### config.mk
export PLATFORM = sky130hd
export DESIGN_NAME = cgra_load_lsu
export DESIGN_NICKNAME = d
export VERILOG_FILES = /design/src/hdl/cgra_pkg.sv /design/src/hdl/cgra_load_lsu.sv
export SDC_FILE = /design/constraint.sdc
export NUM_CORES = 1
export LEC_CHECK = 0
export BUFFER_PORTS_ARGS = -buffer_cell sky130_fd_sc_hd__clkbuf_2
export CAP_MARGIN = 20
export CORE_ASPECT_RATIO = 0.5
export CORE_MARGIN = 3
export CORE_UTILIZATION = 41
export CTS_BUF_LIST = sky130_fd_sc_hd__clkbuf_4
export DETAILED_ROUTE_END_ITERATION = 16
export HOLD_SLACK_MARGIN = 0.05
export PLACE_DENSITY = 0.79
export SLEW_MARGIN = 10
export SYNTH_ARGS = -nofsm -noshare
export SYNTH_HDL_FRONTEND = slang
export SYNTH_SLANG_ARGS = --single-unit
### constraint.sdc
create_clock -name clk -period 1.69 [get_ports clk]
set_input_delay 0.338 -clock clk [delete_from_list [all_inputs] [get_ports clk]]
set_output_delay 0.338 -clock clk [all_outputs]
set_load 0.005 [all_outputs]
### src/hdl/cgra_pkg.sv
package cgra_pkg;

    localparam int DATA_W = 32;
    localparam int ADDR_W = 10;
    localparam int IMM_W  = 16;
    localparam int MAX_PE = 8;

    // Index into the PE row as carried in cmd.addr
    localparam int PE_IDX_W = $clog2(MAX_PE);

    typedef enum logic [2:0] {
        CMD_CFG_PE  = 3'd0,
        CMD_CFG_LSU = 3'd1,
        CMD_MEM_WR  = 3'd2,
        CMD_MEM_RD  = 3'd3,
        CMD_RUN     = 3'd4
    } host_op_e;

    typedef enum logic [2:0] {
        OP_PASS = 3'd0,
        OP_ADD  = 3'd1,
        OP_SUB  = 3'd2,
        OP_MUL  = 3'd3,
        OP_AND  = 3'd4,
        OP_XOR  = 3'd5,
        OP_SHL  = 3'd6
    } pe_op_e;

    typedef struct packed {
        host_op_e            op;
        logic [ADDR_W-1:0]   addr;
        logic [DATA_W-1:0]   data;
    } host_cmd_t;

    typedef struct packed {
        pe_op_e              op;
        logic [IMM_W-1:0]    imm;   // Sign-extended in the PE
    } pe_cfg_t;

    localparam int PE_CFG_W = $bits(pe_cfg_t);

    typedef struct packed {
        logic [ADDR_W-1:0]   src_base;
        logic [ADDR_W-1:0]   dst_base;
        logic [ADDR_W-1:0]   count;
    } lsu_cfg_t;

    typedef struct packed {
        logic [DATA_W-1:0]   data;
    } host_rsp_t;

    typedef struct packed {
        logic                valid;
        logic [DATA_W-1:0]   data;
    } stream_t;

endpackage

### src/hdl/cgra_load_lsu.sv
`timescale 1ns/1ps

module cgra_load_lsu import cgra_pkg::*; (
    input  logic                clk,
    input  logic                arst_n,
    input  logic                start,
    input  lsu_cfg_t            lsu_cfg,
    output logic                re,
    output logic [ADDR_W-1:0]   raddr,
    input  logic [DATA_W-1:0]   spm_rdata,
    output stream_t             out
);

    logic                active;
    logic [ADDR_W-1:0]   addr_q;
    logic [ADDR_W-1:0]   remain_q;
    logic                valid_q;   // Read issued last cycle

    assign re    = active;
    assign raddr = addr_q;

    // SPM data arrives one cycle after the read
    assign out.valid = valid_q;
    assign out.data  = spm_rdata;

    always_ff @(posedge clk or negedge arst_n) begin
        if (!arst_n) begin
            active   <= 1'b0;
            addr_q   <= '0;
            remain_q <= '0;
            valid_q  <= 1'b0;
        end else begin
            valid_q <= active;
            if (start) begin
                active   <= (lsu_cfg.count != '0);
                addr_q   <= lsu_cfg.src_base;
                remain_q <= lsu_cfg.count;
            end else if (active) begin
                addr_q   <= addr_q + 1'b1;
                remain_q <= remain_q - 1'b1;
                if (remain_q == ADDR_W'(1)) begin
                    active <= 1'b0;   // Last word issued
                end
            end
        end
    end

    a_no_restart: assert property (@(posedge clk) disable iff (!arst_n)
        active |-> !start);

endmodule

=== Word level (Yosys, flattened, before mapping) ===
Cells that the tools add are included.

* Register bits after elaboration: 22
* Bits in latches: 0
* RAM bits: 0
* Memory bits (read-only): 0
* Output and inout bits: 44
* Memories kept: 0

* Add/subtract/negate cells: 2
* Multipliers: 0
* Divide/modulo/power cells: 0
* Order comparisons: 0
* Eq/ne operators: 1
* Shift operators: 0
* Multiplexer cells: 7
* Bitwise operators: 0
* Reduce and logical (&&, ||, !) cells: 2

{| class="wikitable"
|+ Operators with widths
! kind !! count
|-
| 2-to-1 mux 10 bit || 4
|-
| adder 10 x 1 -> 10 bit (second input constant) || 1
|-
| equality test 10 x 1 -> 1 bit (second input constant) || 1
|-
| nonzero test 10 bit || 1
|-
| subtractor 10 x 1 -> 10 bit (second input constant) || 1
|-
| 2-to-1 mux 1 bit || 3
|-
| nonzero test 2 bit || 1
|}

=== Longest topological paths before layout ===
* Depth in word-level cells: 4
* Depth in mapped cells: 6
* Mapped depth without buffers: 6

=== Worst setup path after synthesis ===
No wires, ideal clock.

* Path type: register to register
* Start: reg remain_q[0]
* End: reg remain_q[6]
* Data arrival time: 1.340 ns
* Path slack: 0.274 ns
* Cell stages (with the launch flop): 7
* Buffers on the path: 0
* Path through: dfrtp_1 inv_1 ha_1 nand2_1 or4_4 xor2_1 o21ai_1

* Word-level cells in the longest chain between the ends: 3

{| class="wikitable"
|+ RTL lines
! what !! RTL line !! source
|-
| start, declared || cgra_load_lsu.sv:16 || <nowiki>logic [ADDR_W-1:0] remain_q;</nowiki>
|-
| start signal, assigned || cgra_load_lsu.sv:37 || <nowiki>remain_q <= lsu_cfg.count;</nowiki>
|-
| start signal, assigned || cgra_load_lsu.sv:40 || <nowiki>remain_q <= remain_q - 1'b1;</nowiki>
|-
| subtractor 10 x 1 -> 10 bit || cgra_load_lsu.sv:40 ||
|-
| 2-to-1 mux 10 bit || cgra_load_lsu.sv:38 || <nowiki>end else if (active) begin</nowiki>
|-
| 2-to-1 mux 10 bit || cgra_load_lsu.sv:34 || <nowiki>if (start) begin</nowiki>
|}

No other way between the ends. The select of a mux whose other input is x is not followed.
A chain may end at the register's enable or synchronous reset.

=== Worst setup path after layout ===
Ends and elaborated chain as after synthesis.

==> impl_metrics.ini <==
[drt]
wl_per_cell_um = 13.8
top_layer = met4
drt_iter0_markers = 46
dr.pass1.iters = 4
drt-total-wl_um = 2820
route.detailed.drc = 0
route.met3.wl_um = 259
viasPerCell = 5.09
wl_met2_um = 1360
ant_nets = 0
vias = 1044
drt-met1-wl_um = 1110

[logic_synthesis]
synth.top_cell.area_share = 0.389
syn_area_um2 = 1410
synth_area_leader_cell = dfrtp_1
syn_nets = 228
synth-seq-cells = 22
seq_area_frac_synth = 0.389
ys_types = 25
synthCells = 160
yosysWarnings = 0
synth.area.top_cells = dfrtp_1, buf_4, o21ai_0
syn_area_per_cell_um2 = 8.84

[status]
status = completed

[grt]
grt_antenna_before_repair = 0
overflow = 0
grt_pass1_vias = 895
grt_pass1_wl_um = 4330
grt.total_usage = 0.135
grt_max_degree = 23

[sta]
hold_violations = 0
finalCriticalPeriod_ns = 1.55
worstMarginPinSlew_ns = 0.528
fmax_ghz = 0.644
fin_crit_sh = 0.918
relSlewSlack = 0.648
finalSetupViolCount = 0
rsz0062_at_grt = false
fin_skew_ns = 0.00350
drv_slew = 0
fin_setup_tns_ns = 0

[critical_path]
critPathMaxFanout = 4
critical_path_arrival_ns = 1.75
critical_path_class = flip-flop to flip-flop
worstPathRequired_ns = 1.89
worstSetupEndpointType = flip-flop
worst_setup_path_start_kind = flip-flop

[power_and_ir_drop]
peakVddDrop_mv = 0.300
powerDensity_nw_per_um2 = 812
power.leakage_uw = 0.000643
finalPower_uw = 1160

[clocking]
clk_latency_ns = 0.30
cts_sinks = 22
cts_resized = 0
cts_htree_levels = 1
cts_buffers = 3
postCtsSetupBuffers = 0
tritoncts = built
cts_hold_buf = 1
cts_root_buf = clkbuf_4
clkTransAtPathRegs_ns = 0.12
cts.path.max_buffers = 2

[layout]
utilization = 0.454
antenna_cells = 0
final_nets = 234
area_delta_synth_final_pct = 1.33
drive_gt1_frac = 0.261

[place]
place.gp.congestion = 0.824
portBuffers = 34
dp_hpwl_um = 2290

[min_path]
hold_class = input port to flip-flop

[floorplan]
die_x_um = 89.0
die_area_um2 = 4230
num_rows = 14
dieHeight_um = 47.5
coreArea_um2 = 3150
ios = 109
start_util = 0.448

[job]
drv_cap = 0
## cells in the final DEF (no fill, tap or decap), types with 2 or more instances in the layout
cell / count
clkbuf_4: 3
or4_1: 3
nor2_1: 4
inv_1: 2
buf_4: 4
xnor2_1: 8
nand4_1: 6
nor3_1: 4
o21ai_0: 21
nand3_1: 2
dfrtp_1: 22
clkbuf_2: 34
nand3b_1: 2
nand2_1: 26
ha_1: 3
xor2_1: 10
## registers in the layout, summed over array words and instances, names as in the netlist
name	flops
raddr	10
re	1
remain_q	10
valid_q	1
## power by group
group          internal [µW]  switching (µW)
logic                    131             133
registers                587            70.6
clock network           86.2             155
## per-stage QoR
stage / hold slack, ns / worst slack [ns] / instances / cell area (µm²)
2_1_floorplan: 0.0424 / 0.274 / 160 / 1410
3_3_place_gp: 0.342 / 0.114 / 200 / 1400
3_5_place_dp: 0.345 / 0.127 / 200 / 1400
4_1_cts: 0.223 / 0.147 / 205 / 1430
5_1_grt: 0.215 / 0.0239 / 205 / 1430
6_report: 0.227 / 0.138 / 205 / 1430
## metal layers
metal,vias up,global-route usage
met5,-,0
met4,0,0.0534
met3,20,0.0567
met2,42,0.221
met1,467,0.164
li1,515,-
## critical path, stage by stage, from the launching register on
cell and delay (ns):
dfrtp_1 0.44, inv_1 0.07, ha_1 0.17, nand2_1 0.11, or4_4 0.43, xor2_1 0.15
o21ai_1 0.07
## synth_stat cells
| cell type | number |
|---|---|
| nand3_1 | 2 |
| o21ai_0 | 21 |
| nand2_1 | 26 |
| or4_4 | 1 |
| o41ai_1 | 1 |
| nor3b_1 | 1 |
| clkbuf_1 | 4 |
| nand3b_1 | 2 |
| mux2i_1 | 1 |
| xor2_1 | 10 |
| o21ai_2 | 1 |
| buf_2 | 1 |
| or4_1 | 3 |
| inv_1 | 2 |
| nor2b_1 | 1 |
| or2_1 | 1 |
| xnor2_1 | 8 |
| o21ai_1 | 1 |
| nand4_1 | 6 |
| ha_1 | 3 |
| and3_1 | 1 |
| dfrtp_1 | 22 |
| buf_4 | 33 |
| nor2_1 | 4 |
| nor3_1 | 4 |
## final timing paths
check / from / to / slack, ns / cells after the start
hold / removal: lsu_cfg[22] / raddr[2] / 0.23 / 3
setup / recovery: remain_q[0] / remain_q[6] / 0.14 / 6
setup reg to reg: remain_q[0] / remain_q[6] / 0.14 / 6
min in group asynchronous: arst_n / raddr[4] / 0.53 / 2
hold reg to reg: raddr[9] / raddr[9] / 0.59 / 2
max in group asynchronous: arst_n / remain_q[2] / 0.80 / 2
## cells by family after synthesis
group / share of synthesized area
AND/OR/NAND/NOR: 0.181
AO/OA/AOI/OAI: 0.0903
flip-flops: 0.389
adder cells (fa/ha/maj): 0.0266
buffers and inverters: 0.195
XOR/XNOR: 0.112
multiplexers: 0.00708
## final cells by class
type | instances | area, µm²
well taps | 40 | 50.0
inverters | 2 | 7.51
repair buffers | 39 | 210
clock buffers | 3 | 22.5
fillers | 302 | 1720
multi-input cells | 98 | 588
clock inverters | 1 | 3.75
flip-flops and latches | 22 | 551
Power figures use the tool's default switching activity.
