[config.mk]
export PLATFORM = sky130hd
export DESIGN_NAME = cgra_host_if
export DESIGN_NICKNAME = d
export VERILOG_FILES = /design/src/hdl/cgra_pkg.sv /design/src/hdl/cgra_host_if.sv
export SDC_FILE = /design/constraint.sdc
export NUM_CORES = 1
export LEC_CHECK = 0
export BUFFER_PORTS_ARGS = -buffer_cell sky130_fd_sc_hd__buf_2
export CORE_UTILIZATION = 30
export CTS_BUF_LIST = sky130_fd_sc_hd__clkbuf_16
export CTS_CLUSTER_SIZE = 28
export DETAILED_ROUTE_END_ITERATION = 6
export PLACE_DENSITY_LB_ADDON = 0.08
export SYNTH_ARGS = -nofsm -noshare
export SYNTH_HDL_FRONTEND = slang
export SYNTH_SLANG_ARGS = --single-unit
[constraint.sdc]
create_clock -name clk -period 3.1 [get_ports clk]
set_input_delay 0.775 -clock clk [delete_from_list [all_inputs] [get_ports clk]]
set_output_delay 0.775 -clock clk [all_outputs]
set_load 0.1 [all_outputs]
[src/hdl/cgra_pkg.sv]
package cgra_pkg;

    localparam int DATA_W = 32;
    localparam int ADDR_W = 10;
    localparam int IMM_W  = 16;
    localparam int MAX_PE = 8;

    // Index into the PE row as carried in cmd.addr
    localparam int PE_IDX_W = $clog2(MAX_PE);

    typedef enum logic [2:0] {
        CMD_CFG_PE  = 3'd0,
        CMD_CFG_LSU = 3'd1,
        CMD_MEM_WR  = 3'd2,
        CMD_MEM_RD  = 3'd3,
        CMD_RUN     = 3'd4
    } host_op_e;

    typedef enum logic [2:0] {
        OP_PASS = 3'd0,
        OP_ADD  = 3'd1,
        OP_SUB  = 3'd2,
        OP_MUL  = 3'd3,
        OP_AND  = 3'd4,
        OP_XOR  = 3'd5,
        OP_SHL  = 3'd6
    } pe_op_e;

    typedef struct packed {
        host_op_e            op;
        logic [ADDR_W-1:0]   addr;
        logic [DATA_W-1:0]   data;
    } host_cmd_t;

    typedef struct packed {
        pe_op_e              op;
        logic [IMM_W-1:0]    imm;   // Sign-extended in the PE
    } pe_cfg_t;

    localparam int PE_CFG_W = $bits(pe_cfg_t);

    typedef struct packed {
        logic [ADDR_W-1:0]   src_base;
        logic [ADDR_W-1:0]   dst_base;
        logic [ADDR_W-1:0]   count;
    } lsu_cfg_t;

    typedef struct packed {
        logic [DATA_W-1:0]   data;
    } host_rsp_t;

    typedef struct packed {
        logic                valid;
        logic [DATA_W-1:0]   data;
    } stream_t;

endpackage

[src/hdl/cgra_host_if.sv]
`timescale 1ns/1ps

module cgra_host_if import cgra_pkg::*; #(
    parameter int NUM_PE = 4
) (
    input  logic                clk,
    input  logic                arst_n,
    input  host_cmd_t           cmd,
    input  logic                cmd_valid,
    output logic                cmd_ready,
    output host_rsp_t           rsp,
    output logic                rsp_valid,
    input  logic                rsp_ready,
    output pe_cfg_t             pe_cfg [NUM_PE],
    output lsu_cfg_t            lsu_cfg,
    output logic                start,
    input  logic                done,
    output logic                host_we,
    output logic [ADDR_W-1:0]   host_waddr,
    output logic [DATA_W-1:0]   host_wdata,
    output logic                host_re,
    output logic [ADDR_W-1:0]   host_raddr,
    input  logic [DATA_W-1:0]   spm_rdata
);

    typedef enum logic [1:0] {
        IDLE,
        READ_WAIT,
        RSP_HOLD,
        RUNNING
    } state_e;

    state_e                state, state_nxt;
    logic                  accept;
    logic [PE_IDX_W-1:0]   pe_idx;
    logic                  pe_hit;
    logic [DATA_W-1:0]     rsp_data;
    logic                  start_q;

    assign cmd_ready = (state == IDLE);
    assign accept    = cmd_valid && cmd_ready;
    assign pe_idx    = cmd.addr[PE_IDX_W-1:0];
    assign pe_hit    = (cmd.addr < ADDR_W'(NUM_PE));   // Out of range PE writes dropped

    // SPM access straight from the accepted command
    assign host_we    = accept && (cmd.op == CMD_MEM_WR);
    assign host_waddr = cmd.addr;
    assign host_wdata = cmd.data;
    assign host_re    = accept && (cmd.op == CMD_MEM_RD);
    assign host_raddr = cmd.addr;

    assign rsp.data  = rsp_data;
    assign rsp_valid = (state == RSP_HOLD);
    assign start     = start_q;

    always_comb begin
        state_nxt = state;
        case (state)
            IDLE: begin
                if (accept && cmd.op == CMD_MEM_RD) state_nxt = READ_WAIT;
                if (accept && cmd.op == CMD_RUN)    state_nxt = RUNNING;
            end
            READ_WAIT: state_nxt = RSP_HOLD;
            RSP_HOLD:  if (rsp_ready) state_nxt = IDLE;
            RUNNING:   if (done) state_nxt = IDLE;
            default:   state_nxt = IDLE;
        endcase
    end

    always_ff @(posedge clk or negedge arst_n) begin
        if (!arst_n) begin
            state   <= IDLE;
            start_q <= 1'b0;
            lsu_cfg <= '0;
            for (int k = 0; k < NUM_PE; k++) begin
                pe_cfg[k] <= '{op: OP_PASS, imm: '0};
            end
        end else begin
            state   <= state_nxt;
            start_q <= accept && (cmd.op == CMD_RUN);
            for (int k = 0; k < NUM_PE; k++) begin
                if (accept && cmd.op == CMD_CFG_PE && pe_hit && pe_idx == PE_IDX_W'(k)) begin
                    pe_cfg[k] <= pe_cfg_t'(cmd.data[PE_CFG_W-1:0]);
                end
            end
            if (accept && cmd.op == CMD_CFG_LSU) begin
                case (cmd.addr)
                    ADDR_W'(0): lsu_cfg.src_base <= cmd.data[ADDR_W-1:0];
                    ADDR_W'(1): lsu_cfg.dst_base <= cmd.data[ADDR_W-1:0];
                    ADDR_W'(2): lsu_cfg.count    <= cmd.data[ADDR_W-1:0];
                    default: ;
                endcase
            end
        end
    end

    // Capture SPM data one cycle after the read was issued
    always_ff @(posedge clk) begin
        if (state == READ_WAIT) rsp_data <= spm_rdata;
    end

    a_rsp_stable: assert property (@(posedge clk) disable iff (!arst_n)
        rsp_valid && !rsp_ready |=> rsp_valid && $stable(rsp));

endmodule

# [Word-level counts from Yosys, hierarchy flattened]
# Cells that the tools add are included.
[word_totals] wordCells=54 out_inout_bits=195 reg_bits=141 input_bits=82
[op_classes] order_cmp=1 mux=5 n_eq_ne=15 reduce_logical=19
[ops] cell="$eq 3x2->1 const B" n=4
[ops] cell="$logic_and 1x1->1" n=11
[ops] cell="$eq 10x1->1 const B" n=1
[ops] cell="$eq 10x2->1 const B" n=1
[ops] cell="$logic_not 10->1" n=1
[ops] cell="$lt 10x3->1 const B" n=1
[ops] cell="$mux 2" n=4
[ops] cell="$pmux 2 s4" n=1
[ops] cell="$eq 3x1->1 const B" n=2
[ops] cell="$logic_not 3->1" n=2
[ops] cell="$reduce_and 2->1" n=3
[ops] cell="$eq 2x2->1 const B" n=2
[ops] cell="$eq 3x3->1 const B" n=1
[ops] cell="$ne 3x1->1 const B" n=1
[ops] cell="$reduce_and 3->1" n=1
[ops] cell="$eq 2x1->1 const B" n=1
[ops] cell="$logic_not 2->1" n=1
[ops] cell="$ne 2x1->1 const B" n=1
[ops] cell="$ne 2x2->1 const B" n=1

# [Longest topological paths before layout]
[logic_depth] depth_word=6 depth_mapped=6

# [Least setup slack after synthesis]
# No wires, ideal clock.
[synth_timing] kind="input port to output port" from="input port cmd[44] (netlist bit)" to="output port host_we" setup_slack_ns=-0.092 n_path_buf=0 arrival_ns=2.417 path_stages=3 cell_sequence="nor4b_4 -> nand2_1 -> nor2_1"
[synth_between] elab_chain_cells=2
[synth_lines] element="start: declaration" line="cgra_host_if.sv:8" rtl="input host_cmd_t cmd,"
[synth_lines] element="$eq 3x2->1" line="cgra_host_if.sv:46" rtl="assign host_we = accept && (cmd.op == CMD_MEM_WR);"
[synth_lines] element="$logic_and 1x1->1" line="cgra_host_if.sv:46"
[synth_lines] element="end: declaration" line="cgra_host_if.sv:18" rtl="output logic host_we,"
# Every way passes these cells.

# [Worst setup path in the final report]
[layout_timing] from="register state[1]" to="output port host_re"
[layout_between] elab_chain_cells=3
[layout_lines] element="start: declaration" line="cgra_host_if.sv:33" rtl="state_e state, state_nxt;"
[layout_lines] element="start signal: assignment" line="cgra_host_if.sv:79" rtl="state <= state_nxt;"
[layout_lines] element="$logic_not 2->1" line="cgra_host_if.sv:40" rtl="assign cmd_ready = (state == IDLE);"
[layout_lines] element="$logic_and 1x1->1" line="cgra_host_if.sv:41" rtl="assign accept = cmd_valid && cmd_ready;"
[layout_lines] element="$logic_and 1x1->1" line="cgra_host_if.sv:49" rtl="assign host_re = accept && (cmd.op == CMD_MEM_RD);"
[layout_lines] element="end: declaration" line="cgra_host_if.sv:21" rtl="output logic host_re,"
# Every way passes these cells.

==> flow_metrics.py <==
metrics = {
    "run_status": {
        "status": "complete, but fails checks",
        "failed_checks": "DRC",
    },
    "power_and_ir_drop": {
        "intPower_mw": 3.11,
        "powerDensity_mw_per_mm2": 619,
        "swShare_pct": 31.8,
        "p_comb_share_pct": 16.7,
        "power_frac_clock_pct": 39.9,
        "power_frac_seq_pct": 43.4,
        "power.switching_mw": 1.45,
        "p_total_mw": 4.55,
        "p_leak_nw": 4.00,
        "vdd_drop_max_v": 0.000356,
    },
    "placement": {
        "dp_slack_ns": 0.241,
        "dpl.cell_count": 769,
        "port_buffers": 250,
        "gp_congestion": 0.740,
        "hpwl_um": 9930,
        "place_area_mm2": 0.00683,
    },
    "critical_path": {
        "cp_num_buf_inv": 1,
        "critPathRequiredTime_ns": 2.32,
        "path_cells": "nor4b_4 > and3_1 > buf_2",
        "cp_top_family": "simple AND/OR/NAND/NOR gates",
        "start_kind": "flip-flop",
        "slowest_delay_ns": 0.48,
        "worstPathMaxFanout": 7,
        "worstSetupPathType": "flip-flop to output pin",
        "slowest_stage": "nor4b_4",
        "cp-end-kind": "output pin",
        "cp.arrival_ns": 1.99,
    },
    "synthesis": {
        "syn_inst": 337,
        "yosys.area.top_type": "dfrtp_1",
        "synthTopCellsByCount": "dfrtp_1, mux2_2, buf_4",
        "synth.area.top_cells": "dfrtp_1, mux2_2, edfxtp_1",
        "synth_cell_type_count": 28,
        "syn_nets": 419,
        "ys_seq_area_share_pct": 65.5,
        "syn_area_per_cell_um2": 16.7,
        "ys_ff_latch": 141,
        "synth_most_common_cell": "dfrtp_1",
        "synth_top_area_share_pct": 48.4,
        "async_flop_share_pct": 77.3,
        "ys_dominant_reg_cell": "dfrtp_1",
        "yosys_warnings": 0,
        "synth_area_mm2": 0.00563,
        "synth_edf_count": 32,
    },
    "timing": {
        "fin_crit_sh_pct": 89.1,
        "fin_setup_tns_ns": 0,
        "holdWs_ns": 0.397,
        "hold_viol": 0,
        "drv_slew": 0,
        "rsz0062_at_grt": "false",
        "clock.fmax_mhz": 362,
        "clock_skew_ns": 0.00594,
        "fin_crit_ns": 2.76,
        "worst_slew_pin_slew_ns": 0.675,
        "setup_slack_ns": 0.339,
        "finalSetupViolCount": 0,
        "max-slew-margin-rel_pct": 55.0,
    },
    "global_routing": {
        "grt_pass1_wl_um": 21800,
        "grt_remaining_overflow": 0,
        "grt_usage_pct": 14.9,
        "first_global_vias": 3715,
        "grt_max_degree": 53,
        "antenna_found_initial": 0,
    },
    "routing": {
        "num_vias": 3541,
        "routed_via_density": 4.43,
        "route.detailed.drc": 23,
        "routedWlPerCell_um": 17.2,
        "wirelength_um": 13800,
        "drtIter0Drc": 128,
        "ant_nets": 0,
        "firstDrtPassIters": 7,
    },
    "cts": {
        "path_clk_slew_ns": 0.06,
        "cts_sinks": 141,
        "post_cts_buffers": 0,
        "post_cts_resized": 0,
        "root_buffer": "clkbuf_16",
        "postCtsHoldBufs": 0,
        "clock_path_buffers": 2,
        "h-tree-depth": 4,
        "insertion_delay_ns": 0.41,
        "cts_tree": "done",
        "cts_buffers": 17,
    },
    "finish": {
        "fillers": 1755,
        "drive_gt1_share_pct": 70.9,
        "final_util_pct": 40.4,
        "final_cells": 800,
        "multi_input_area_mm2": 0.00151,
        "diodes": 0,
        "areaGrowthSynthToFinish_pct": 30.6,
        "final_nets": 641,
        "design_area_mm2": 0.00736,
        "final-seq-area_mm2": 0.00369,
    },
    "die": {
        "die-height_um": 139,
        "initial_core_util_pct": 30.9,
        "rows": 49,
        "die_w_um": 139,
        "ioPinCount": 277,
        "coreArea_mm2": 0.0182,
        "dieArea_mm2": 0.0193,
    },
    "worst_hold_path": {
        "hp-class": "input port to async pin",
    },
    "job": {
        "max-cap-violations": 0,
    },
}
[layout by cell type (no fill, tap or decap), types with 4 or more instances in the layout]
cell type and instances:
buf_2 249, edfxtp_1 32, clkinv_2 4, clkinvlp_4 4, mux2_4 10, clkbuf_16 18
nor2_2 4, buf_4 11, nand2_1 4, dfrtp_1 109, mux2_2 95
[path summary, 6_finish.rpt]
check                      startpoint           to  slack [ns]  cells after the start
min in group clk           pe_cfg[35]   pe_cfg[35]        0.50                      1
min                            arst_n  lsu_cfg[15]        0.40                      1
max in group asynchronous      arst_n   pe_cfg[17]        1.97                      2
min reg2reg                pe_cfg[35]   pe_cfg[35]        0.50                      1
max reg2reg                  state[1]  lsu_cfg[25]        0.86                      3
max                          state[1]      host_re        0.34                      3
[worst register-to-register path, cell delays in order (launching register included)]
cell and delay [ns]:
dfrtp_1 0.47, nor4b_4 0.48, or4b_1 0.76, mux2_1 0.41
[area by class of cell]
cell class,count,area share [%]
Sequential cell,141,50.1
Multi-Input combinational cell,138,20.5
Timing Repair Buffer,261,18.3
Clock buffer,18,6.12
Tap cell,229,3.89
Clock inverter,13,1.04
[cell families (layout without fill, tap and decap cells)]
| group | after synthesis | count (layout) | synth area share [%] |
|---|---|---|---|
| compound gates | 4 | 4 | 0.444 |
| flops | 141 | 141 | 65.5 |
| simple gates | 27 | 27 | 4.15 |
| mux | 107 | 107 | 22.1 |
| buf+inv | 58 | 292 | 7.88 |
[power by group through the flow]
stage          Combinational (mW)  Clock [mW]  Sequential (mW)
6_report                    0.760        1.82             1.98
5_1_grt                     0.789        1.97             1.98
4_1_cts                     0.768        1.90             1.97
3_5_place_dp                0.767           0             2.01
3_3_place_gp                0.763           0             2.01
2_1_floorplan               0.479           0             2.22
[registers in the layout, indices dropped and copies added (netlist names)]
name and count:
lsu_cfg 30, start 1, state 2, pe_cfg 76
rsp 32
[layer usage]
layer	wire [um]	track usage (%)	vias up
met4	147	5.73	0
met1	5880	18.2	1760
met3	1140	5.18	19
li1	-	-	1598
met5	0	0	-
met2	6600	24.1	164
Note: power is estimated with default switching activity, not from simulation.
