### src/hdl/cgra_pkg.sv
package cgra_pkg;

    localparam int DATA_W = 32;
    localparam int ADDR_W = 10;
    localparam int IMM_W  = 16;
    localparam int MAX_PE = 8;

    // Index into the PE row as carried in cmd.addr
    localparam int PE_IDX_W = $clog2(MAX_PE);

    typedef enum logic [2:0] {
        CMD_CFG_PE  = 3'd0,
        CMD_CFG_LSU = 3'd1,
        CMD_MEM_WR  = 3'd2,
        CMD_MEM_RD  = 3'd3,
        CMD_RUN     = 3'd4
    } host_op_e;

    typedef enum logic [2:0] {
        OP_PASS = 3'd0,
        OP_ADD  = 3'd1,
        OP_SUB  = 3'd2,
        OP_MUL  = 3'd3,
        OP_AND  = 3'd4,
        OP_XOR  = 3'd5,
        OP_SHL  = 3'd6
    } pe_op_e;

    typedef struct packed {
        host_op_e            op;
        logic [ADDR_W-1:0]   addr;
        logic [DATA_W-1:0]   data;
    } host_cmd_t;

    typedef struct packed {
        pe_op_e              op;
        logic [IMM_W-1:0]    imm;   // Sign-extended in the PE
    } pe_cfg_t;

    localparam int PE_CFG_W = $bits(pe_cfg_t);

    typedef struct packed {
        logic [ADDR_W-1:0]   src_base;
        logic [ADDR_W-1:0]   dst_base;
        logic [ADDR_W-1:0]   count;
    } lsu_cfg_t;

    typedef struct packed {
        logic [DATA_W-1:0]   data;
    } host_rsp_t;

    typedef struct packed {
        logic                valid;
        logic [DATA_W-1:0]   data;
    } stream_t;

endpackage

### src/hdl/cgra_pe.sv
`timescale 1ns/1ps

module cgra_pe import cgra_pkg::*; (
    input  logic      clk,
    input  logic      arst_n,
    input  pe_cfg_t   cfg,
    input  stream_t   in,
    output stream_t   out
);

    logic [DATA_W-1:0]   imm_ext;
    logic [DATA_W-1:0]   result;
    logic                valid_q;
    logic [DATA_W-1:0]   data_q;

    assign imm_ext = {{(DATA_W-IMM_W){cfg.imm[IMM_W-1]}}, cfg.imm};

    always_comb begin
        case (cfg.op)
            OP_PASS: result = in.data;
            OP_ADD:  result = in.data + imm_ext;
            OP_SUB:  result = in.data - imm_ext;
            OP_MUL:  result = in.data * imm_ext;   // Low word of product
            OP_AND:  result = in.data & imm_ext;
            OP_XOR:  result = in.data ^ imm_ext;
            OP_SHL:  result = in.data << cfg.imm[4:0];
            default: result = in.data;
        endcase
    end

    always_ff @(posedge clk or negedge arst_n) begin
        if (!arst_n) begin
            valid_q <= 1'b0;
        end else begin
            valid_q <= in.valid;
        end
    end

    // Payload only moves with a valid word
    always_ff @(posedge clk) begin
        if (in.valid) begin
            data_q <= result;
        end
    end

    assign out.valid = valid_q;
    assign out.data  = data_q;

endmodule

### config.mk
export PLATFORM = sky130hd
export DESIGN_NAME = cgra_pe
export DESIGN_NICKNAME = d
export VERILOG_FILES = /design/src/hdl/cgra_pkg.sv /design/src/hdl/cgra_pe.sv
export SDC_FILE = /design/constraint.sdc
export NUM_CORES = 1
export LEC_CHECK = 0
export ABC_AREA = 0
export ABC_CLOCK_PERIOD_IN_PS = 800
export BUFFER_PORTS_ARGS = -buffer_cell sky130_fd_sc_hd__buf_2
export CAP_MARGIN = 30
export CORE_MARGIN = 1.5
export CORE_UTILIZATION = 45
export DETAILED_ROUTE_END_ITERATION = 6
export PLACE_DENSITY = 0.57
export SYNTH_ARGS = -nofsm -noshare
export SYNTH_HDL_FRONTEND = slang
export SYNTH_SLANG_ARGS = --single-unit
export TNS_END_PERCENT = 30
### constraint.sdc
create_clock -name clk -period 0.8 [get_ports clk]
set_input_delay 0.24 -clock clk [delete_from_list [all_inputs] [get_ports clk]]
set_output_delay 0.24 -clock clk [all_outputs]
set_load 0.02 [all_outputs]
After elaboration in Yosys (flattened, before gate mapping)
Index checks and enable logic that the tools add are counted.
{"block": "classes", "n_bitwise": 2, "n_mux": 1, "addsub": 2, "mul": 1, "shifts": 1, "n_eq_ne": 6}
{"operator": "32-bit case mux with 6 select lines", "n": 1}
{"operator": "32-bit adder", "n": 1}
{"operator": "32-bit AND", "n": 1}
{"operator": "32-bit by 16-bit multiplier with 32-bit output", "n": 1}
{"operator": "32-bit by 5-bit << shifter with 32-bit output", "n": 1}
{"operator": "32-bit subtractor", "n": 1}
{"operator": "32-bit XOR", "n": 1}
{"operator": "3-bit == test (second input constant)", "n": 3}
{"operator": "3-bit by 2-bit == test with 1-bit output (second input constant)", "n": 2}
{"operator": "3-bit by 1-bit == test with 1-bit output (second input constant)", "n": 1}
{"block": "word_totals", "reg_bits": 33, "word_cells": 15}

Longest topological paths before layout
Gate-level depths: netlist of run 1.
{"block": "logic_depth", "word_depth": 2, "mapped_depth": 28, "depth_no_buf": 23}

Worst setup path before layout of run 1
OpenSTA, ideal clock, no wires.
{"block": "synth_timing", "path_kind": "in2reg", "from": "input port cfg[3] (netlist bit)", "to": "register data_q[30], data pin", "arrival_time_ns": 6.912, "stages": 27, "required_ns": 0.539, "path_buffers": 6, "setup_slack_ns": -6.373, "path_cell_list": "clkbuf_1 > clkbuf_1 > clkbuf_1 > clkbuf_1 > clkbuf_1 > nand2_1 > fa_1 > inv_1 > fa_1 > inv_1 > fa_1 > inv_1 > fa_1 > fa_1 > inv_1 > fa_1 > inv_1 > ha_1 > clkbuf_1 > nand3_1 > or2_1 > o41ai_1 > nor2_1 > o21ai_1 > a41oi_1 > mux2i_1 > o32a_1"}
{"block": "synth_via", "elab_chain_len": 2}
{"element": "start: declaration", "line_no": "cgra_pe.sv:6", "source": "input pe_cfg_t cfg,"}
{"element": "32-bit by 16-bit multiplier with 32-bit output, or another cell as far along", "line_no": "cgra_pe.sv:23", "source": "OP_MUL: result = in.data * imm_ext;"}
{"element": "32-bit case mux with 6 select lines (*)", "line_no": "cgra_pe.sv:19", "source": "case (cfg.op)"}
{"element": "via result[30]", "line_no": "cgra_pe.sv:12", "source": "logic [DATA_W-1:0] result;"}
{"element": "end signal: assignment", "line_no": "cgra_pe.sv:42", "source": "data_q <= result;"}
{"element": "end: declaration", "line_no": "cgra_pe.sv:14", "source": "logic [DATA_W-1:0] data_q;"}
Mark *: on every way through the listed nets, which the timed path passes. The rest lies on a longest branch.
A chain may end at the register's enable or synchronous reset.

Worst setup path in the final report of run 1
{"block": "layout_timing", "from": "input port in[6] (netlist bit)", "to": "register data_q[27], data pin"}
{"block": "layout_via", "elab_chain_len": 2}
{"element": "start: declaration", "line_no": "cgra_pe.sv:7", "source": "input stream_t in,"}
{"element": "32-bit by 16-bit multiplier with 32-bit output, or another cell as far along", "line_no": "cgra_pe.sv:23"}
{"element": "32-bit case mux with 6 select lines (*)", "line_no": "cgra_pe.sv:19"}
{"element": "via result[27]", "line_no": "cgra_pe.sv:12"}
Marked as above.

==> out/metrics.cfg, run 1 <==
[outcome]
outcome = complete, but fails checks
violations = setup timing

[sta]
finalCriticalPeriod_ps = 5800
rsz0062_at_grt = true
period_share = 7.25
worst_slew_pin_slew_ps = 828
setup_viol = 65
slew_headroom = 0.441
setup_tns_ps = -138580
final_hold_viol_count = 0
drv_slew = 0
timing.final.ws_setup_ps = -5000
fmax_ghz = 0.172

[synth]
synth_flop_cell = edfxtp_1
async_flop_share = 0.0303
ys_seq_area_frac = 0.0534
synth_nets = 2766
syn_avg_cell_area_sq_um = 8.21
synth_area_sq_um = 18400
ys_warn_count = 0
ys_seq_elements = 33
synth-edff-count = 32
synth_cells = 2247
synth_cell_type_count = 78

[floorplanning]
die_y_um = 205
die_area_sq_um = 42200
io_pins = 87
row_count = 73
fp.dieW_um = 205
initial_core_util = 0.460
core_area_sq_um = 40100

[setup_path]
crit_buf_inv = 8
crit_path_start_kind = input port
slowest_delay_ps = 550
crit_path_top_delay_cell = fa_1
cp_common_cell = fa_1
crit_family = adder cells
cp-startpoint = in[6]
cp_data_arrival_time_ps = 5930
crit_required_ps = 930
crit_fanout = 5
critical_path_class = input port to flip-flop
cp-end-kind = flip-flop

[drt]
drtIter0Drc = 1490
post-route-drc-count = 0
final_antenna_net_count = 0
drt-vias-per-instance = 5.59
vias = 17700
first_pass_iters = 5
wl_per_cell_um = 22.4
routed_wl_um = 71100

[cells_and_area]
nets = 3160
final_cell_mix = 398 x inv_1, 398 x buf_4, 286 x fa_1, 264 x nand2_1, 136 x and2_1
syn2layout_area_growth_pct = 32.2
drive_gt1_frac = 0.292

[global_routing]
gr-total-overflow = 0
antenna_found_initial = 4
grt_max_degree = 70
grt_use_total = 0.347
grt_pass1_wl_um = 110000
grt_pass1_vias = 18600

[placed_design]
place_congestion = 0.974
port_buffers = 86
place_hpwl_um = 57400

[clock_tree]
path_clk_slew_ps = 80
cts_buffers = 5
cts-root-buf = clkbuf_16
h-tree-depth = 2
clk_path_buf_depth = 2
tritoncts = built
clkSinkCount = 33

[run]
drv_cap = 0

[min_path]
holdCritPathClass = input port to async pin

[metal layers]
metal / routed length, um / up-vias / part of all wire / global-route usage
met5: 7 / - / 0.000098 / 0
met1: 29100 / 8895 / 0.41 / 0.449
li1: - / 7984 / - / -
met3: 4190 / 166 / 0.059 / 0.0379
met2: 34100 / 663 / 0.48 / 0.585
met4: 3820 / 2 / 0.054 / 0.155
[cell usage after synthesis (9+ instances only)]
library cell | number | area, sq um
o21ai_1 | 16 | 80.1
fa_1 | 305 | 6110
nand2_1 | 272 | 1020
edfxtp_1 | 32 | 961
a21o_1 | 14 | 105
mux2i_1 | 27 | 270
xor2_1 | 26 | 228
nor3_1 | 19 | 95.1
clkbuf_1 | 127 | 477
a21oi_1 | 108 | 541
mux4_2 | 20 | 450
nand3_1 | 18 | 90.1
a211oi_1 | 26 | 195
buf_1 | 11 | 41.3
xnor2_1 | 60 | 526
a211o_1 | 12 | 105
nor2_1 | 126 | 473
o21ai_0 | 53 | 265
o21a_1 | 9 | 67.6
and2_1 | 154 | 963
a221oi_1 | 14 | 123
inv_1 | 422 | 1580
o22ai_1 | 16 | 100
a31oi_1 | 12 | 75.1
o211ai_1 | 26 | 195
o21bai_1 | 18 | 135
ha_1 | 160 | 2000
nand2b_1 | 15 | 93.8
[stage by stage]
| step | instance area [sq um] | hold WS [ps] | util | setup slack, ps | instances |
|---|---|---|---|---|---|
| 3_3_place_gp | 22300 | 15.8 | 0.556 | -5610 | 3122 |
| 4_1_cts | 23900 | 221 | 0.597 | -5000 | 3162 |
| 6_report | 24400 | 227 | 0.608 | -5000 | 3170 |
| 3_5_place_dp | 22300 | 16.9 | 0.556 | -5650 | 3122 |
| 2_1_floorplan | 18800 | -55.6 | - | -5310 | 2247 |
| 5_1_grt | 24400 | 230 | 0.608 | -5190 | 3170 |
[final timing paths]
path / depth (start not counted) / endpoint / slack [ps]
worst max-delay path: 25 / data_q[27]$_DFFE_PP_ / -5000
worst min-delay path: 2 / valid_q$_DFF_PN0_ / 230
max in group asynchronous: 2 / valid_q$_DFF_PN0_ / 490
min in group clk: 2 / valid_q$_DFF_PN0_ / 290
[flip-flops by register name (all words and copies together) (netlist names)]
register and flops:
data_q 32, valid_q 1
[cell type report]
class                           count  area [sq um]
Clock buffer                        5           125
Multi-Input combinational cell   1640         16400
Inverter                          425          1600
Tap cell                          525           657
Clock inverter                      3          65.1
Antenna cell                        3          7.51
Timing Repair Buffer              536          4590
Fill cell                        3536         15700
Sequential cell                    33           986
[logic make-up (layout without fill, tap and decap cells)]
| group | after synthesis | after routing | synth area share |
|---|---|---|---|
| AO/OA/AOI/OAI | 386 | 386 | 0.139 |
| XOR/XNOR | 86 | 86 | 0.0408 |
| adder cells (fa/ha/maj) | 466 | 466 | 0.440 |
| buffers and inverters | 574 | 969 | 0.118 |
| flip-flops | 33 | 33 | 0.0534 |
| multiplexers | 56 | 56 | 0.0446 |
| other | 0 | 3 | 0 |
| AND/OR/NAND/NOR | 646 | 646 | 0.164 |
[timing repair]
action                                  CTS  global route
pin swaps                                91            69
hold buffers                              1             0
setup buffers                            28             7
endpoints found under the setup margin   65            65
hold endpoints to repair                  1             0
gates resized for setup                 257            97
gates cloned                              5             0
Power of run 1 is left out: the tool's default activity adds up to more than one toggle a clock period on the data nets, which glitch-free logic cannot reach.
==> inputs of run 2 (changes only) <==
--- a/config.mk
+++ b/config.mk
@@ -6,7 +6,7 @@
 export NUM_CORES = 1
 export LEC_CHECK = 0
 export ABC_AREA = 0
-export ABC_CLOCK_PERIOD_IN_PS = 800
+export ABC_CLOCK_PERIOD_IN_PS = 6300
 export BUFFER_PORTS_ARGS = -buffer_cell sky130_fd_sc_hd__buf_2
 export CAP_MARGIN = 30
 export CORE_MARGIN = 1.5
==> constraint.sdc (replaced) <==
create_clock -name clk -period 6.3 [get_ports clk]
set_input_delay 0.315 -clock clk [delete_from_list [all_inputs] [get_ports clk]]
set_output_delay 0.315 -clock clk [all_outputs]
set_load 0.02 [all_outputs]
==> out/metrics.cfg, run 2 (synthesis results as in run 1) <==
[outcome]
outcome = completed

[sta]
period_share = 0.979
final_hold_viol_count = 0  ; unchanged
fmax_ghz = 0.162
fin_hold_ws_ps = 318  ; +90.4 ps
finalCriticalPeriod_ps = 6170
setup_viol = 0  ; -100%
drv_slew = 0  ; unchanged
rsz0062_at_grt = true
slew_headroom = 0.363  ; -0.0780
worst_slew_pin_slew_ps = 952  ; +124 ps

[setup_path]
crit_required_ps = 6320  ; +5390 ps
cp_common_cell = fa_1
cp_cell_sequence = clkbuf_4, buf_4, and2_1, fa_1, inv_1, fa_1, fa_1, fa_1, inv_1, fa_1, fa_1, ha_4, buf_4, a21o_1, o21ai_2, a31oi_2, a32o_2, a211o_1, a21oi_2, xnor2_1, a21oi_2, o22ai_2
critical_path_class = input port to flip-flop
cp_data_arrival_time_ps = 6190  ; +260 ps
crit_path_start_kind = input port
crit_path_top_delay_cell = fa_1
slowest_delay_ps = 550  ; about the same
crit_fanout = 9  ; +4
cp-end-kind = flip-flop

[placed_design]
port_buffers = 86  ; unchanged
place_hpwl_um = 54300  ; -5.4%
placed_area_sq_um = 20500  ; -7.9%
dp.cells = 2895  ; -7.3%
place_congestion = 0.940  ; -3.5%

[clock_tree]
cts-root-buf = clkbuf_16
tritoncts = built
h-tree-depth = 2  ; unchanged
clkSinkCount = 33  ; unchanged
path_clk_slew_ps = 60  ; -20 ps
clk_path_buf_depth = 2  ; unchanged
cts_buffers = 5  ; unchanged

[drt]
vias = 16600  ; -6.4%
post-route-drc-count = 0  ; unchanged
wl_per_cell_um = 22.7  ; +0.99%
final_antenna_net_count = 0  ; unchanged
drtIter0Drc = 1211  ; -19%
routed_wl_um = 65900  ; -7.4%
drt-vias-per-instance = 5.70  ; +2.1%
first_pass_iters = 5  ; unchanged

[run]
drv_cap = 0  ; unchanged

[cells_and_area]
reg_top3 = data_q (32), valid_q (1)
nets = 2900  ; -8.2%
largest_reg_flops = 32  ; unchanged
final_core_util = 0.521  ; -0.0867
top_register = data_q
instances_no_fill = 2908  ; -8.3%
final_cell_mix = 422 x inv_1, 304 x fa_1, 272 x nand2_1, 187 x buf_4, 157 x ha_1
final_common_cell = inv_1
drive_gt1_frac = 0.146  ; -0.146
syn2layout_area_growth_pct = 13.3
fillCellCount = 3922  ; +11%
fin_area_sq_um = 20900  ; -14%

[min_path]
holdCritPathClass = input port to async pin

[floorplanning]
initial_core_util = 0.460  ; unchanged
die_y_um = 205  ; unchanged
fp.dieW_um = 205  ; unchanged
row_count = 73  ; unchanged
io_pins = 87  ; unchanged
core_area_sq_um = 40100  ; unchanged
die_area_sq_um = 42200  ; unchanged

[global_routing]
grt_pass1_vias = 17300  ; -6.9%
grt_max_degree = 70  ; unchanged
antenna_found_initial = 2  ; -2
grt_pass1_wl_um = 104000  ; -5.4%
grt_use_total = 0.327  ; -0.0206
gr-total-overflow = 0  ; unchanged

## run 2: changes by cell type in the layout (fill, tap and decap cells not counted), moves of 19 or more
cell	before	now
buf_2	50	72
inv_1	398	422
ha_1	134	157
and2_1	136	155
inv_2	25	3
buf_6	47	0
buf_4	398	187
## run 2: final cells by class
class                      instances  area, sq um  share of cell area
multi-input combinational       1640        15400               0.738
timing repair buffer             276         2040              0.0975
inverter                         425         1600              0.0763
sequential                        33          986              0.0472
tap                              525          657              0.0314
clock buffer                       5          125             0.00598
clock inverter                     3         65.1             0.00311
antenna                            1         2.50            0.000120
## run 2: critical path: cells and delay by family
family / cells / cell delay, ps
adders and majority gates: 7 / 3220
buffers and inverters: 5 / 630
AOI/OAI and AO/OA: 8 / 1700
xor gates and xnor gates: 1 / 130
and+or+nand+nor: 1 / 180
## run 2: timing repair
action,CTS,global route
hold buffers,1,0
pin swaps,1,11
gates resized for setup,8,31
endpoints found under the hold margin,1,0
setup buffers,0,2
endpoints found under the setup margin,3,11
## run 2: metal layers
metal  vias up  track usage  share of wire
li1       7444            -              -
met3       140       0.0410          0.062
met4         2        0.133          0.050
met2       674        0.544           0.47
met1      8325        0.429           0.42
met5         -            0        0.00021
## run 2: worst paths after layout
| check | from | to | slack [ps] | cells past startpoint |
|---|---|---|---|---|
| worst max-delay path | in[6] | data_q[25]$_DFFE_PP_ | 130 | 22 |
| max in group asynchronous | arst_n | valid_q$_DFF_PN0_ | 5900 | 2 |
| min in group clk | in[30] | data_q[30]$_DFFE_PP_ | 470 | 2 |
| worst min-delay path | arst_n | valid_q$_DFF_PN0_ | 320 | 2 |
## run 2: stage by stage
| stage | setup slack, ps | TNS [ps] |
|---|---|---|
| after floorplan | 6.04 | 0 |
| after detailed placement | -482 | -2960 |
| after CTS | 1.22 | 0 |
| after global placement | -451 | -2720 |
| after global routing | -38.9 | -41.0 |
| final | 130 | 0 |
Power of run 2 is left out for the same reason.
